### src/design/cpu_settings.svh
`ifndef CPU_SETTINGS_SVH
`define CPU_SETTINGS_SVH

// Data path width in bits
`define CPU_DATA_WIDTH 16

// General registers, addressed by a four-bit field
`define CPU_REG_COUNT 16

// First fetch address after reset
`define CPU_RESET_PC 16'h0000

`endif

### src/design/cpu_pkg.sv
`include "cpu_settings.svh"

package cpu_pkg;

    typedef logic [`CPU_DATA_WIDTH-1:0] dataT;
    typedef logic [$clog2(`CPU_REG_COUNT)-1:0] regAddrT;

    // Opcode field, codes 13 to 15 decode as NOP
    typedef enum logic [3:0] {
        ADD  = 4'h0,
        SUB  = 4'h1,
        AND  = 4'h2,
        OR   = 4'h3,
        XOR  = 4'h4,
        SHL  = 4'h5,
        SHR  = 4'h6,
        LI   = 4'h7,
        LUI  = 4'h8,
        ADDI = 4'h9,
        BEQZ = 4'hA,
        HALT = 4'hB,
        NOP  = 4'hC
    } opcodeT;

    typedef enum logic {
        RUN,
        HALTED
    } ctrlStateT;

    typedef struct packed {
        logic valid;
        dataT pc;
        dataT instr;
    } fetchBufT;

    typedef struct packed {
        opcodeT  opcode;
        regAddrT addrA;
        regAddrT addrB;
        logic    readEnA;
        logic    readEnB;
        logic    writeEn;
        logic    immEn;
        dataT    imm;
    } decodedT;

    typedef struct packed {
        logic    valid;
        opcodeT  opcode;
        logic    writeEn;
        regAddrT destAddr;
        dataT    operandA;
        dataT    operandB;
        dataT    pc;
    } issueBufT;

    // Writeback bus, also the retire port
    typedef struct packed {
        logic    wbValid;
        regAddrT addr;
        dataT    data;
    } retireT;

endpackage

### src/design/cpuTop.sv
`timescale 1ns/1ps

module cpuTop import cpu_pkg::*; (
    input  logic   clk,
    input  logic   rstN,
    input  logic   systemEn,
    input  dataT   instrData,
    output dataT   instrAddr,
    output retireT retire,
    output logic   halted
);

    fetchBufT fetchBuf;
    decodedT  decoded;
    issueBufT issueBuf;
    retireT   wb;
    regAddrT  readAddrA;
    regAddrT  readAddrB;
    dataT     readDataA;
    dataT     readDataB;
    logic     fwdValid;
    regAddrT  fwdAddr;
    dataT     fwdData;
    logic     branchTaken;
    dataT     branchTarget;
    logic     haltSeen;
    logic     fetchEn;
    logic     flush;

    assign retire = wb;

    fetchStage fetch (
        .clk          (clk),
        .rstN         (rstN),
        .fetchEn      (fetchEn),
        .flush        (flush),
        .branchTaken  (branchTaken),
        .branchTarget (branchTarget),
        .instrData    (instrData),
        .instrAddr    (instrAddr),
        .fetchBuf     (fetchBuf)
    );

    instructionDecoder decoder (
        .fetchBuf (fetchBuf),
        .decoded  (decoded)
    );

    registerFile regFile (
        .clk       (clk),
        .rstN      (rstN),
        .readAddrA (readAddrA),
        .readAddrB (readAddrB),
        .readDataA (readDataA),
        .readDataB (readDataB),
        .wb        (wb)
    );

    issueStage issue (
        .clk       (clk),
        .rstN      (rstN),
        .flush     (flush),
        .fetchBuf  (fetchBuf),
        .decoded   (decoded),
        .readDataA (readDataA),
        .readDataB (readDataB),
        .fwdValid  (fwdValid),
        .fwdAddr   (fwdAddr),
        .fwdData   (fwdData),
        .readAddrA (readAddrA),
        .readAddrB (readAddrB),
        .issueBuf  (issueBuf)
    );

    executeUnit execute (
        .clk          (clk),
        .rstN         (rstN),
        .issueBuf     (issueBuf),
        .fwdValid     (fwdValid),
        .fwdAddr      (fwdAddr),
        .fwdData      (fwdData),
        .branchTaken  (branchTaken),
        .branchTarget (branchTarget),
        .haltSeen     (haltSeen),
        .wb           (wb)
    );

    stallControl stallCtl (
        .clk         (clk),
        .rstN        (rstN),
        .systemEn    (systemEn),
        .branchTaken (branchTaken),
        .haltSeen    (haltSeen),
        .fetchEn     (fetchEn),
        .flush       (flush),
        .halted      (halted)
    );

endmodule

### src/design/executeUnit.sv
`timescale 1ns/1ps

module executeUnit import cpu_pkg::*; (
    input  logic     clk,
    input  logic     rstN,
    input  issueBufT issueBuf,
    output logic     fwdValid,
    output regAddrT  fwdAddr,
    output dataT     fwdData,
    output logic     branchTaken,
    output dataT     branchTarget,
    output logic     haltSeen,
    output retireT   wb
);

    dataT a;
    dataT b;
    dataT result;

    assign a = issueBuf.operandA;
    assign b = issueBuf.operandB;

    always_comb begin
        case (issueBuf.opcode)
            ADD:     result = a + b;
            SUB:     result = a - b;
            AND:     result = a & b;
            OR:      result = a | b;
            XOR:     result = a ^ b;
            SHL:     result = a << b[3:0];
            SHR:     result = a >> b[3:0];
            // Issue already built the final value in B
            LI, LUI: result = b;
            ADDI:    result = a + b;
            default: result = '0;
        endcase
    end

    // Branch target is relative to the branch itself
    assign branchTaken  = issueBuf.valid && issueBuf.opcode == BEQZ && a == '0;
    assign branchTarget = issueBuf.pc + b;
    assign haltSeen     = issueBuf.valid && issueBuf.opcode == HALT;

    assign fwdValid = issueBuf.valid && issueBuf.writeEn;
    assign fwdAddr  = issueBuf.destAddr;
    assign fwdData  = result;

    always_ff @(posedge clk) begin
        wb.addr <= fwdAddr;
        wb.data <= fwdData;
        if (!rstN) begin
            wb.wbValid <= 1'b0;
        end else begin
            wb.wbValid <= fwdValid;
        end
    end

endmodule

### src/design/fetchStage.sv
`timescale 1ns/1ps
`include "cpu_settings.svh"

module fetchStage import cpu_pkg::*; (
    input  logic     clk,
    input  logic     rstN,
    input  logic     fetchEn,
    input  logic     flush,
    input  logic     branchTaken,
    input  dataT     branchTarget,
    input  dataT     instrData,
    output dataT     instrAddr,
    output fetchBufT fetchBuf
);

    dataT pc;

    assign instrAddr = pc;

    // Redirect wins over the sequential step
    always_ff @(posedge clk) begin
        if (!rstN) begin
            pc <= `CPU_RESET_PC;
        end else if (branchTaken) begin
            pc <= branchTarget;
        end else if (fetchEn) begin
            pc <= pc + 1'b1;
        end
    end

    // Bubble when fetch is paused or the pipe is flushed
    always_ff @(posedge clk) begin
        fetchBuf.pc    <= pc;
        fetchBuf.instr <= instrData;
        if (!rstN) begin
            fetchBuf.valid <= 1'b0;
        end else begin
            fetchBuf.valid <= fetchEn && !flush;
        end
    end

endmodule

### src/design/instructionDecoder.sv
`timescale 1ns/1ps

module instructionDecoder import cpu_pkg::*; (
    input  fetchBufT fetchBuf,
    output decodedT  decoded
);

    logic [3:0] opField;
    logic [7:0] imm8;

    assign opField = fetchBuf.instr[15:12];
    assign imm8    = fetchBuf.instr[7:0];

    always_comb begin
        decoded.opcode  = NOP;
        decoded.addrA   = fetchBuf.instr[11:8];
        decoded.addrB   = fetchBuf.instr[7:4];
        decoded.readEnA = 1'b0;
        decoded.readEnB = 1'b0;
        decoded.writeEn = 1'b0;
        decoded.immEn   = 1'b0;
        decoded.imm     = '0;

        // Unused codes and empty slots stay NOP
        if (fetchBuf.valid && opField <= NOP) begin
            decoded.opcode = opcodeT'(opField);
        end

        case (decoded.opcode)
            ADD, SUB, AND, OR, XOR, SHL, SHR: begin
                decoded.readEnA = 1'b1;
                decoded.readEnB = 1'b1;
                decoded.writeEn = 1'b1;
            end
            LI: begin
                decoded.writeEn = 1'b1;
                decoded.immEn   = 1'b1;
                decoded.imm     = {8'h00, imm8};
            end
            // Low byte comes from rA in issue
            LUI: begin
                decoded.readEnA = 1'b1;
                decoded.writeEn = 1'b1;
                decoded.immEn   = 1'b1;
                decoded.imm     = {imm8, 8'h00};
            end
            ADDI: begin
                decoded.readEnA = 1'b1;
                decoded.writeEn = 1'b1;
                decoded.immEn   = 1'b1;
                decoded.imm     = {{8{imm8[7]}}, imm8};
            end
            // Branch offset rides in operand B
            BEQZ: begin
                decoded.readEnA = 1'b1;
                decoded.immEn   = 1'b1;
                decoded.imm     = {{8{imm8[7]}}, imm8};
            end
            default: begin
            end
        endcase
    end

endmodule

### src/design/issueStage.sv
`timescale 1ns/1ps

module issueStage import cpu_pkg::*; (
    input  logic     clk,
    input  logic     rstN,
    input  logic     flush,
    input  fetchBufT fetchBuf,
    input  decodedT  decoded,
    input  dataT     readDataA,
    input  dataT     readDataB,
    input  logic     fwdValid,
    input  regAddrT  fwdAddr,
    input  dataT     fwdData,
    output regAddrT  readAddrA,
    output regAddrT  readAddrB,
    output issueBufT issueBuf
);

    dataT opA;
    dataT opB;
    dataT opBSel;

    assign readAddrA = decoded.addrA;
    assign readAddrB = decoded.addrB;

    // Producer one slot ahead is still in execute
    always_comb begin
        opA = readDataA;
        opB = readDataB;
        if (decoded.readEnA && fwdValid && fwdAddr == decoded.addrA) begin
            opA = fwdData;
        end
        if (decoded.readEnB && fwdValid && fwdAddr == decoded.addrB) begin
            opB = fwdData;
        end
    end

    // Immediate mux, LUI merges with the old low byte of rA
    always_comb begin
        opBSel = opB;
        if (decoded.immEn) begin
            if (decoded.opcode == LUI) begin
                opBSel = {decoded.imm[15:8], opA[7:0]};
            end else begin
                opBSel = decoded.imm;
            end
        end
    end

    always_ff @(posedge clk) begin
        issueBuf.opcode   <= decoded.opcode;
        issueBuf.writeEn  <= decoded.writeEn;
        issueBuf.destAddr <= decoded.addrA;
        issueBuf.operandA <= opA;
        issueBuf.operandB <= opBSel;
        issueBuf.pc       <= fetchBuf.pc;
        if (!rstN) begin
            issueBuf.valid <= 1'b0;
        end else begin
            issueBuf.valid <= fetchBuf.valid && !flush;
        end
    end

endmodule

### src/design/registerFile.sv
`timescale 1ns/1ps
`include "cpu_settings.svh"

module registerFile import cpu_pkg::*; (
    input  logic    clk,
    input  logic    rstN,
    input  regAddrT readAddrA,
    input  regAddrT readAddrB,
    output dataT    readDataA,
    output dataT    readDataB,
    input  retireT  wb
);

    dataT regs [`CPU_REG_COUNT];

    always_ff @(posedge clk) begin
        if (!rstN) begin
            for (int i = 0; i < `CPU_REG_COUNT; i++) begin
                regs[i] <= '0;
            end
        end else if (wb.wbValid) begin
            regs[wb.addr] <= wb.data;
        end
    end

    // Write-through covers a producer two slots ahead
    assign readDataA = (wb.wbValid && wb.addr == readAddrA) ? wb.data : regs[readAddrA];
    assign readDataB = (wb.wbValid && wb.addr == readAddrB) ? wb.data : regs[readAddrB];

endmodule

### src/design/stallControl.sv
`timescale 1ns/1ps

module stallControl import cpu_pkg::*; (
    input  logic clk,
    input  logic rstN,
    input  logic systemEn,
    input  logic branchTaken,
    input  logic haltSeen,
    output logic fetchEn,
    output logic flush,
    output logic halted
);

    ctrlStateT state;
    ctrlStateT stateNext;

    always_comb begin
        stateNext = state;
        if (state == RUN && haltSeen) begin
            stateNext = HALTED;
        end
    end

    // Only reset leaves HALTED
    always_ff @(posedge clk) begin
        if (!rstN) begin
            state <= RUN;
        end else begin
            state <= stateNext;
        end
    end

    assign fetchEn = (state == RUN) && systemEn;
    // Kills the two younger instructions
    assign flush   = branchTaken || haltSeen;
    assign halted  = (state == HALTED);

endmodule

### config.mk
export PLATFORM = sky130hd
export DESIGN_NAME = cpuTop
export DESIGN_NICKNAME = d
export VERILOG_FILES = /design/src/design/cpu_pkg.sv /design/src/design/cpuTop.sv /design/src/design/executeUnit.sv /design/src/design/fetchStage.sv /design/src/design/instructionDecoder.sv /design/src/design/issueStage.sv /design/src/design/registerFile.sv /design/src/design/stallControl.sv
export VERILOG_INCLUDE_DIRS = /design/src /design/src/design
export SDC_FILE = /design/constraint.sdc
export NUM_CORES = 1
export LEC_CHECK = 0
export BUFFER_PORTS_ARGS = -buffer_cell sky130_fd_sc_hd__clkbuf_2
export CAP_MARGIN = 20
export CORE_MARGIN = 3
export CORE_UTILIZATION = 35
export CTS_CLUSTER_SIZE = 28
export DETAILED_ROUTE_END_ITERATION = 8
export PLACE_DENSITY = 0.54
export SETUP_SLACK_MARGIN = 0.3
export SLEW_MARGIN = 15
export SYNTH_ARGS = -nofsm -noshare
export SYNTH_HDL_FRONTEND = slang
export SYNTH_SLANG_ARGS = --single-unit
export TNS_END_PERCENT = 20
### constraint.sdc
create_clock -name clk -period 5.4 [get_ports clk]
set_input_delay 0.27 -clock clk [delete_from_list [all_inputs] [get_ports clk]]
set_output_delay 0.27 -clock clk [all_outputs]
set_load 0.05 [all_outputs]
==> impl_results.md, run 1 <==
* Status: finished clean
* Maximum vdd drop at 0.276 mV
* First-pass GRT wire length at ~110000 µm
* HP Class: in2reg
* Seq/Total Area, Yosys at a little under half
* Area grow syn2layout at 13.0%
* Setup TNS at 0 ns
* Mux cell area share after synthesis at 19.7%
* Worst Path Required at 5.81 ns
* Cell chain of the critical path: xnor2_1, nand2_1, o41ai_1, xnor2_1, ha_1, o21a_1, nor2_1, a31oi_1, a31oi_1, mux2_2, a2111oi_0, mux2i_1
* CP Data Arrival Time at 4.50 ns
* Pleak at 9.51 nW
* Pwr/cell area at approximately 320 nW/µm²
* Max stage delay on crit path at 0.65 ns
* Row cnt at 92
* Number of library cell types mapped by synthesis at 80
* Adder-Cell Fraction of Synth Area at around 4.0%
* Final setup vio count at 0
* Max frequency at 245 MHz
* P_sw at 2.43 mW
* Seq pwr share at 44.0%
* Core region area at between 60000 and 70000 µm²
* Routed Antenna Nets at 0
* Critical path class: reg2reg
* Switching share of power at roughly 30%
* Compound-cell area share of the yosys netlist at 9.60%
* Overall die width at 259 µm
* Synth Area in XOR/XNOR at 2.47%
* Fill count at 5971
* Postcts setup bufs at 0
* Nets at a little under 2000
* Number of diodes at 0
* Gr ovfl total at 0
* Synth Net Count at 1940
* Final Slew Violations at 0
* Initial antenna violation count at 1
* Clock network fraction of design power at 38.1%
* P_int at between 5 and 6 mW
* Fin. Hold Viols at 0
* Routed vias at 15721
* Main combinational cell family by area after synthesis: multiplexers
* CTS Root Cell: clkbuf_16
* CTS clock-pin slew for the worst setup and hold paths at 0.06 ns
* Die footprint at 67000 µm²
* FF/Latch Area at ~10000 µm²
* Critical path capture point type: flip-flop
* Post_cts resized at 0
* Slowest cell on crit path: a2111oi_0
* Slew margin rel. at between 20 and 30%
* Tmin final at 4.09 ns
* DRC Markers at 0
* Mapped cell area at 22400 µm²
* Final WL at around 70000 µm
* Synthesis-stage register bit count at between 300 and 400
* Share of cells above drive strength 1 at 20.3%
* Period utilisation layout at 75.7%
* Routability cong. at 0.934
* Largest net degree at the start of global routing at 55
* Detailed placement HPWL at 51300 µm
* Clock Sinks at 385
* Max FO, Critical Path at 14
* Area occupied by multi-input gates at 11400 µm²
* Number of synthesized flops with an enable pin at 256
* Htree depth at 2
* Main flop type after synthesis: edfxtp_1
* CP Launch Type: flip-flop
* TritonCTS clock tree: yes
* Vias in the first global route at 15999
* I/O Buffers at 56
* 1st-iter DRT viols at 1322
* Initial cell density of the core at 35.4%
* GRT Util Overall at 20.9%
* Hold Slack at 0.182 ns
* Clk_lat worst skew at 0.61 ns
* Syn avg cell area at 12.1 µm²
* Post-Synth Simple-Gate Area at 14.8%
* CTS max path bufs at 3
* Cells after Synth at approximately 1900
* RSZ-0062 raised after global routing: false
* Max cap viols at 0
* Ys async rst share at 0%
* Slew @ Worst Pin at 1.08 ns
* Combinational Power Share at 17.8%
* CTS Hold Bufs at 16
* Vias per Instance at 5.67
* Avg WL per Cell at 25.2 µm
* Total CTS buffers at 46
* Die Height at 259 µm
* DRT Pass-1 Iters at 5
* Boundary pin count at 57
* Synth warnings at 0
* Clock skew at between 0.05 and 0.06 ns
[synth_stat cells, types with 4 or more instances]
library cell  number  share of area, %
a221o_1            4              0.18
o31ai_1            8              0.27
buf_4              5              0.17
inv_1             53              0.89
nand2_1           88               1.5
a31oi_1            5              0.14
clkbuf_1          85               1.4
a21o_1            18              0.60
o221ai_1           8              0.31
o21a_1            15              0.50
and2_1           265               7.4
xnor2_1           34               1.3
xor2_1            29               1.1
dfxtp_1          129                12
nor4_1            11              0.31
ha_1              67               3.7
or3_1              5              0.14
a211oi_1          23              0.77
a21oi_1           62               1.4
a2111oi_0          9              0.35
mux2i_1           46               2.1
nor2_1            86               1.4
nor2b_1           18              0.50
o22ai_1            7              0.20
buf_1              9              0.15
a222oi_1           5              0.22
a22oi_1           29              0.97
o211ai_1           8              0.27
o21ai_0           61               1.4
mux2_2            26               1.3
buf_2             32              0.72
a211o_1            5              0.20
and4_1             5              0.20
nand4_1           12              0.34
nor3_1            23              0.51
mux4_2           159                16
a32oi_1            5              0.20
and3_1            12              0.34
nand3_1           30              0.67
nand2b_1          19              0.53
a22o_1            10              0.39
edfxtp_1         256                34
[flip-flops by register name, summed over array words and instances, names as in the netlist]
signal and flops:
execute.wb 21, fetch.fetchBuf 33, fetch.instrAddr 16, issue.issueBuf 58
regFile.regs 256, stallCtl.halted 1
[critical path: cells and delay by family, from the launching register on]
family | cells | cell delay, ns
compound gates | 5 | 1.55
xor+xnor | 2 | 0.67
mux | 2 | 0.54
simple gates | 2 | 0.51
flops | 1 | 0.32
fa+ha+maj | 1 | 0.31
[cells by family after synthesis]
kind of cell | after synthesis
simple gates | 599
flops | 385
compound gates | 313
mux | 234
buf+inv | 188
fa+ha+maj | 70
xor+xnor | 63
[stage by stage]
stage / cells / instance area (µm²) / worst slack, ns / total power [mW] / utilization, %
after floorplan: 1852 / 22400 / 1.66 / 4.47 / -
after global placement: 2671 / 23600 / 1.38 / 5.00 / 37.4
after detailed placement: 2673 / 23600 / 1.43 / 5.00 / 37.4
after CTS: 2774 / 25300 / 1.37 / 8.08 / 40.0
after global routing: 2774 / 25300 / 0.992 / 8.35 / 40.0
final: 2774 / 25300 / 1.31 / 8.02 / 40.0
[power groups by stage]
stage	Clock [mW]	Combinational [mW]	Sequential, mW
floorplan	0	1.01	3.46
global placement	0	1.41	3.59
detailed placement	0	1.40	3.59
CTS	3.13	1.42	3.53
global route	3.25	1.54	3.55
finish	3.06	1.43	3.53
[cells in the final DEF, fill, tap and decap left out, types with 30 or more instances in the layout]
cell type	instances
nand3_1	30
edfxtp_1	256
o21ai_0	49
inv_1	53
clkbuf_2	56
mux2i_1	46
nand2_1	88
xnor2_1	34
buf_4	51
dfxtp_1	123
clkbuf_16	47
ha_1	67
mux4_2	159
nor2_1	86
and2_1	265
a21oi_1	62
[metal layers]
| metal | GRT usage (%) | vias to the layer above | wire length, µm |
|---|---|---|---|
| met4 | 5.95 | 2 | 1780 |
| met3 | 2.82 | 104 | 3800 |
| met2 | 35.7 | 518 | 34400 |
| met1 | 27.9 | 7995 | 30000 |
| met5 | 0 | - | 9 |
| li1 | - | 7102 | - |
[cell type report]
type | count | share of cell area (%)
multi-input combinational | 1279 | 45.0
sequential | 385 | 40.7
clock inverter | 29 | 1.04
inverter | 55 | 0.817
tap | 846 | 4.19
clock buffer | 56 | 4.90
timing repair buffer | 124 | 3.34
[path summary, 6_finish.rpt]
check	to	slack, ns	startpoint	depth (start not counted)
worst min-delay path	fetch.fetchBuf[32]	0.18	systemEn	3
worst max-delay path	issue.issueBuf[45]	1.31	issue.issueBuf[53]	12
worst min register to register	issue.issueBuf[5]	0.32	fetch.fetchBuf[21]	0
worst max register to register	issue.issueBuf[45]	1.31	issue.issueBuf[53]	12
Note: power is estimated with default switching activity, not from simulation.
==> inputs of run 2 (changes only) <==
==> constraint.sdc (replaced) <==
create_clock -name clk -period 3.9 [get_ports clk]
set_input_delay 0.195 -clock clk [delete_from_list [all_inputs] [get_ports clk]]
set_output_delay 0.195 -clock clk [all_outputs]
set_load 0.05 [all_outputs]
==> impl_results.md, run 2 (synthesis gave the netlist of run 1 again) <==
* 1st-iter DRT viols at 1322 (unchanged)
* Core region area at 63200 µm² (unchanged)
* Routed vias at 15843 (+0.78%)
* CTS clock-pin slew for the worst setup and hold paths at 0.06 ns (about the same)
* Critical path class: reg2reg
* Crit path depth at 12 (unchanged)
* DRC Markers at 0 (unchanged)
* Worst Reg-to-Reg Cells at 12 (unchanged)
* Gr ovfl total at 0 (unchanged)
* Number of diodes at 0 (unchanged)
* Routability cong. at 0.970 (+3.8%)
* Share of cells above drive strength 1 at 22.9% (+2.6 points)
* Die footprint at 67000 µm² (unchanged)
* DP Worst Slack at 0.363 ns (-1.07 ns)
* Hold path depth at 3 (unchanged)
* Boundary pin count at 57 (unchanged)
* Detailed placement HPWL at 52200 µm (+1.6%)
* Critical path capture point type: flip-flop
* Biggest register: regFile.regs
* Tmin final at 3.56 ns (-0.527 ns)
* Fin. Hold Viols at 0 (unchanged)
* WP buf/inv at 0 (unchanged)
* Vias in the first global route at 16142 (+0.89%)
* TritonCTS clock tree: yes
* DRT Pass-1 Iters at 6 (+1)
* Total CTS buffers at 45 (-2.2%)
* Nets at 2026 (+2.4%)
* I/O Buffers at 56 (unchanged)
* Global route hottest layer: met2
* Clk_lat worst skew at 0.59 ns (-0.02 ns)
* Cell family with most CP delay: compound AO/OA/AOI/OAI gates
* Maximum vdd drop at 0.291 mV (+5.4%)
* Max cap viols at 0 (unchanged)
* Status: finished clean
* Slew margin rel. at 39.6% (+12 points)
* Vias per Instance at 5.62 (-0.80%)
* HP Start: systemEn
* Final setup vio count at 0 (unchanged)
* Pwr/cell area at 445 nW/µm² (+40%)
* R2r startpoint: issue.issueBuf[25]
* R2R setup slack at 0.34 ns (-0.97 ns)
* Initial antenna violation count at 0 (-1)
* CP Launch Type: flip-flop
* Clock Sinks at 385 (unchanged)
* Max FFs per register at 256 (unchanged)
* Area grow syn2layout at 15.4%
* Hold endpoint: fetch.fetchBuf[32]
* Final setup margin at 0.338 ns (-0.973 ns)
* Max frequency at 281 MHz (+15%)
* Worst Path Required at 4.35 ns (-1.46 ns)
* Clock skew at 0.0312 ns (-0.0223 ns)
* Commonest non-fill, non-tap cell in the layout: and2_1
* Routed Antenna Nets at 0 (unchanged)
* Max FO, Critical Path at 8 (-6)
* Slew @ Worst Pin at 0.904 ns (-0.175 ns)
* GRT Util Overall at 20.9% (about the same)
* CTS Root Cell: clkbuf_16
* Htree depth at 2 (unchanged)
* HP Class: in2reg
* Met1 GRT Util at 27.3% (-0.62 points)
* Most frequent cells in the layout: and2_1, edfxtp_1, mux4_2
* Avg WL per Cell at 25.1 µm (-0.51%)
* Regs by FF count: regFile.regs (256), issue.issueBuf (58), fetch.fetchBuf (33)
* CP Data Arrival Time at 4.01 ns (-0.49 ns)
* Overall die width at 259 µm (unchanged)
* Setup TNS at 0 ns (unchanged)
* Slowest cell on crit path: or4_4
* Post-Route Utilization at 40.8% (+0.83 points)
* Cell chain of the critical path: or4_4, or4_4, o21ai_1, xnor2_1, ha_1, a21oi_1, o22ai_1, a211o_1, a31oi_1, xnor2_1, o21a_1, o21ai_0
* Period utilisation layout at 91.3% (+16 points)
* Met3 usage at 2.66% (-0.17 points)
* First-pass GRT wire length at 106000 µm (-0.21%)
* CTS max path bufs at 3 (unchanged)
* Max stage delay on crit path at 0.60 ns (-0.05 ns)
* Reg-to-Reg End: issue.issueBuf[31]
* Grt met2 use at 36.8% (+1.1 points)
* Die Height at 259 µm (unchanged)
* Initial cell density of the core at 35.4% (unchanged)
* Final Slew Violations at 0 (unchanged)
* Final WL at 70700 µm (+1.1%)
* RSZ-0062 raised after global routing: true
* Pleak at 9.82 nW (+3.2%)
* Row cnt at 92 (unchanged)
* Largest net degree at the start of global routing at 31 (-44%)
-- run 2: changes by cell type in the layout (fill, tap and decap cells not counted), moves of 3 or more --
cell / delta
buf_4: +48
bufinv_16: +4
clkinv_1: -3
clkinv_2: -3
clkinvlp_4: -3
o41ai_1: -3
o41ai_2: +3
-- run 2: how the worst max path moves through the flow --
stage               slack [ns]          startpoint                  to
finish                    0.34  issue.issueBuf[25]  issue.issueBuf[31]
detailed placement        0.36  issue.issueBuf[16]  issue.issueBuf[30]
floorplan                 0.33  issue.issueBuf[16]  issue.issueBuf[45]
global placement          0.34  issue.issueBuf[25]  issue.issueBuf[31]
CTS                       0.33  issue.issueBuf[16]  issue.issueBuf[30]
global route              0.27  issue.issueBuf[25]  issue.issueBuf[31]
-- run 2: area by class of cell --
| class | count | area (µm²) |
|---|---|---|
| timing repair buffer | 172 | 1200 |
| clock buffer | 56 | 1260 |
| multi-input combinational | 1279 | 11500 |
| clock inverter | 25 | 327 |
| tap | 846 | 1060 |
| fill | 5922 | 37400 |
| inverter | 55 | 206 |
| sequential | 385 | 10300 |
-- run 2: through the flow --
step	power (mW)	std cells	hold slack (ns)	instance area, µm²
global placement	6.95	2720	0.297	24000
detailed placement	6.94	2720	0.298	24000
finish	11.5	2818	0.117	25800
CTS	11.5	2817	0.0871	25700
global route	11.9	2818	0.118	25800
floorplan	6.19	1852	0.223	22400
-- run 2: repair_timing --
action	in CTS	in global routing
resized for setup	0	17
buffers inserted	0	1
hold endpoints to repair	16	0
endpoints found under the setup margin	0	16
hold buffers	16	0
-- run 2: where the power goes --
group	total (mW)	leakage (nW)	internal, mW	switching, mW
logic	2.11	5.33	0.877	1.23
clock network	4.53	0.780	2.71	1.82
registers	4.84	3.71	4.51	0.326
-- run 2: layer usage --
metal	vias up	routed length [µm]
li1	7196	-
met1	8033	29600
met2	500	35500
met3	114	3880
met4	0	1770
met5	-	0
-- run 2: worst min-delay path, stage by stage --
cell and delay [ns]:
clkbuf_2 0.08, nor2b_1 0.21, nor3b_1 0.17
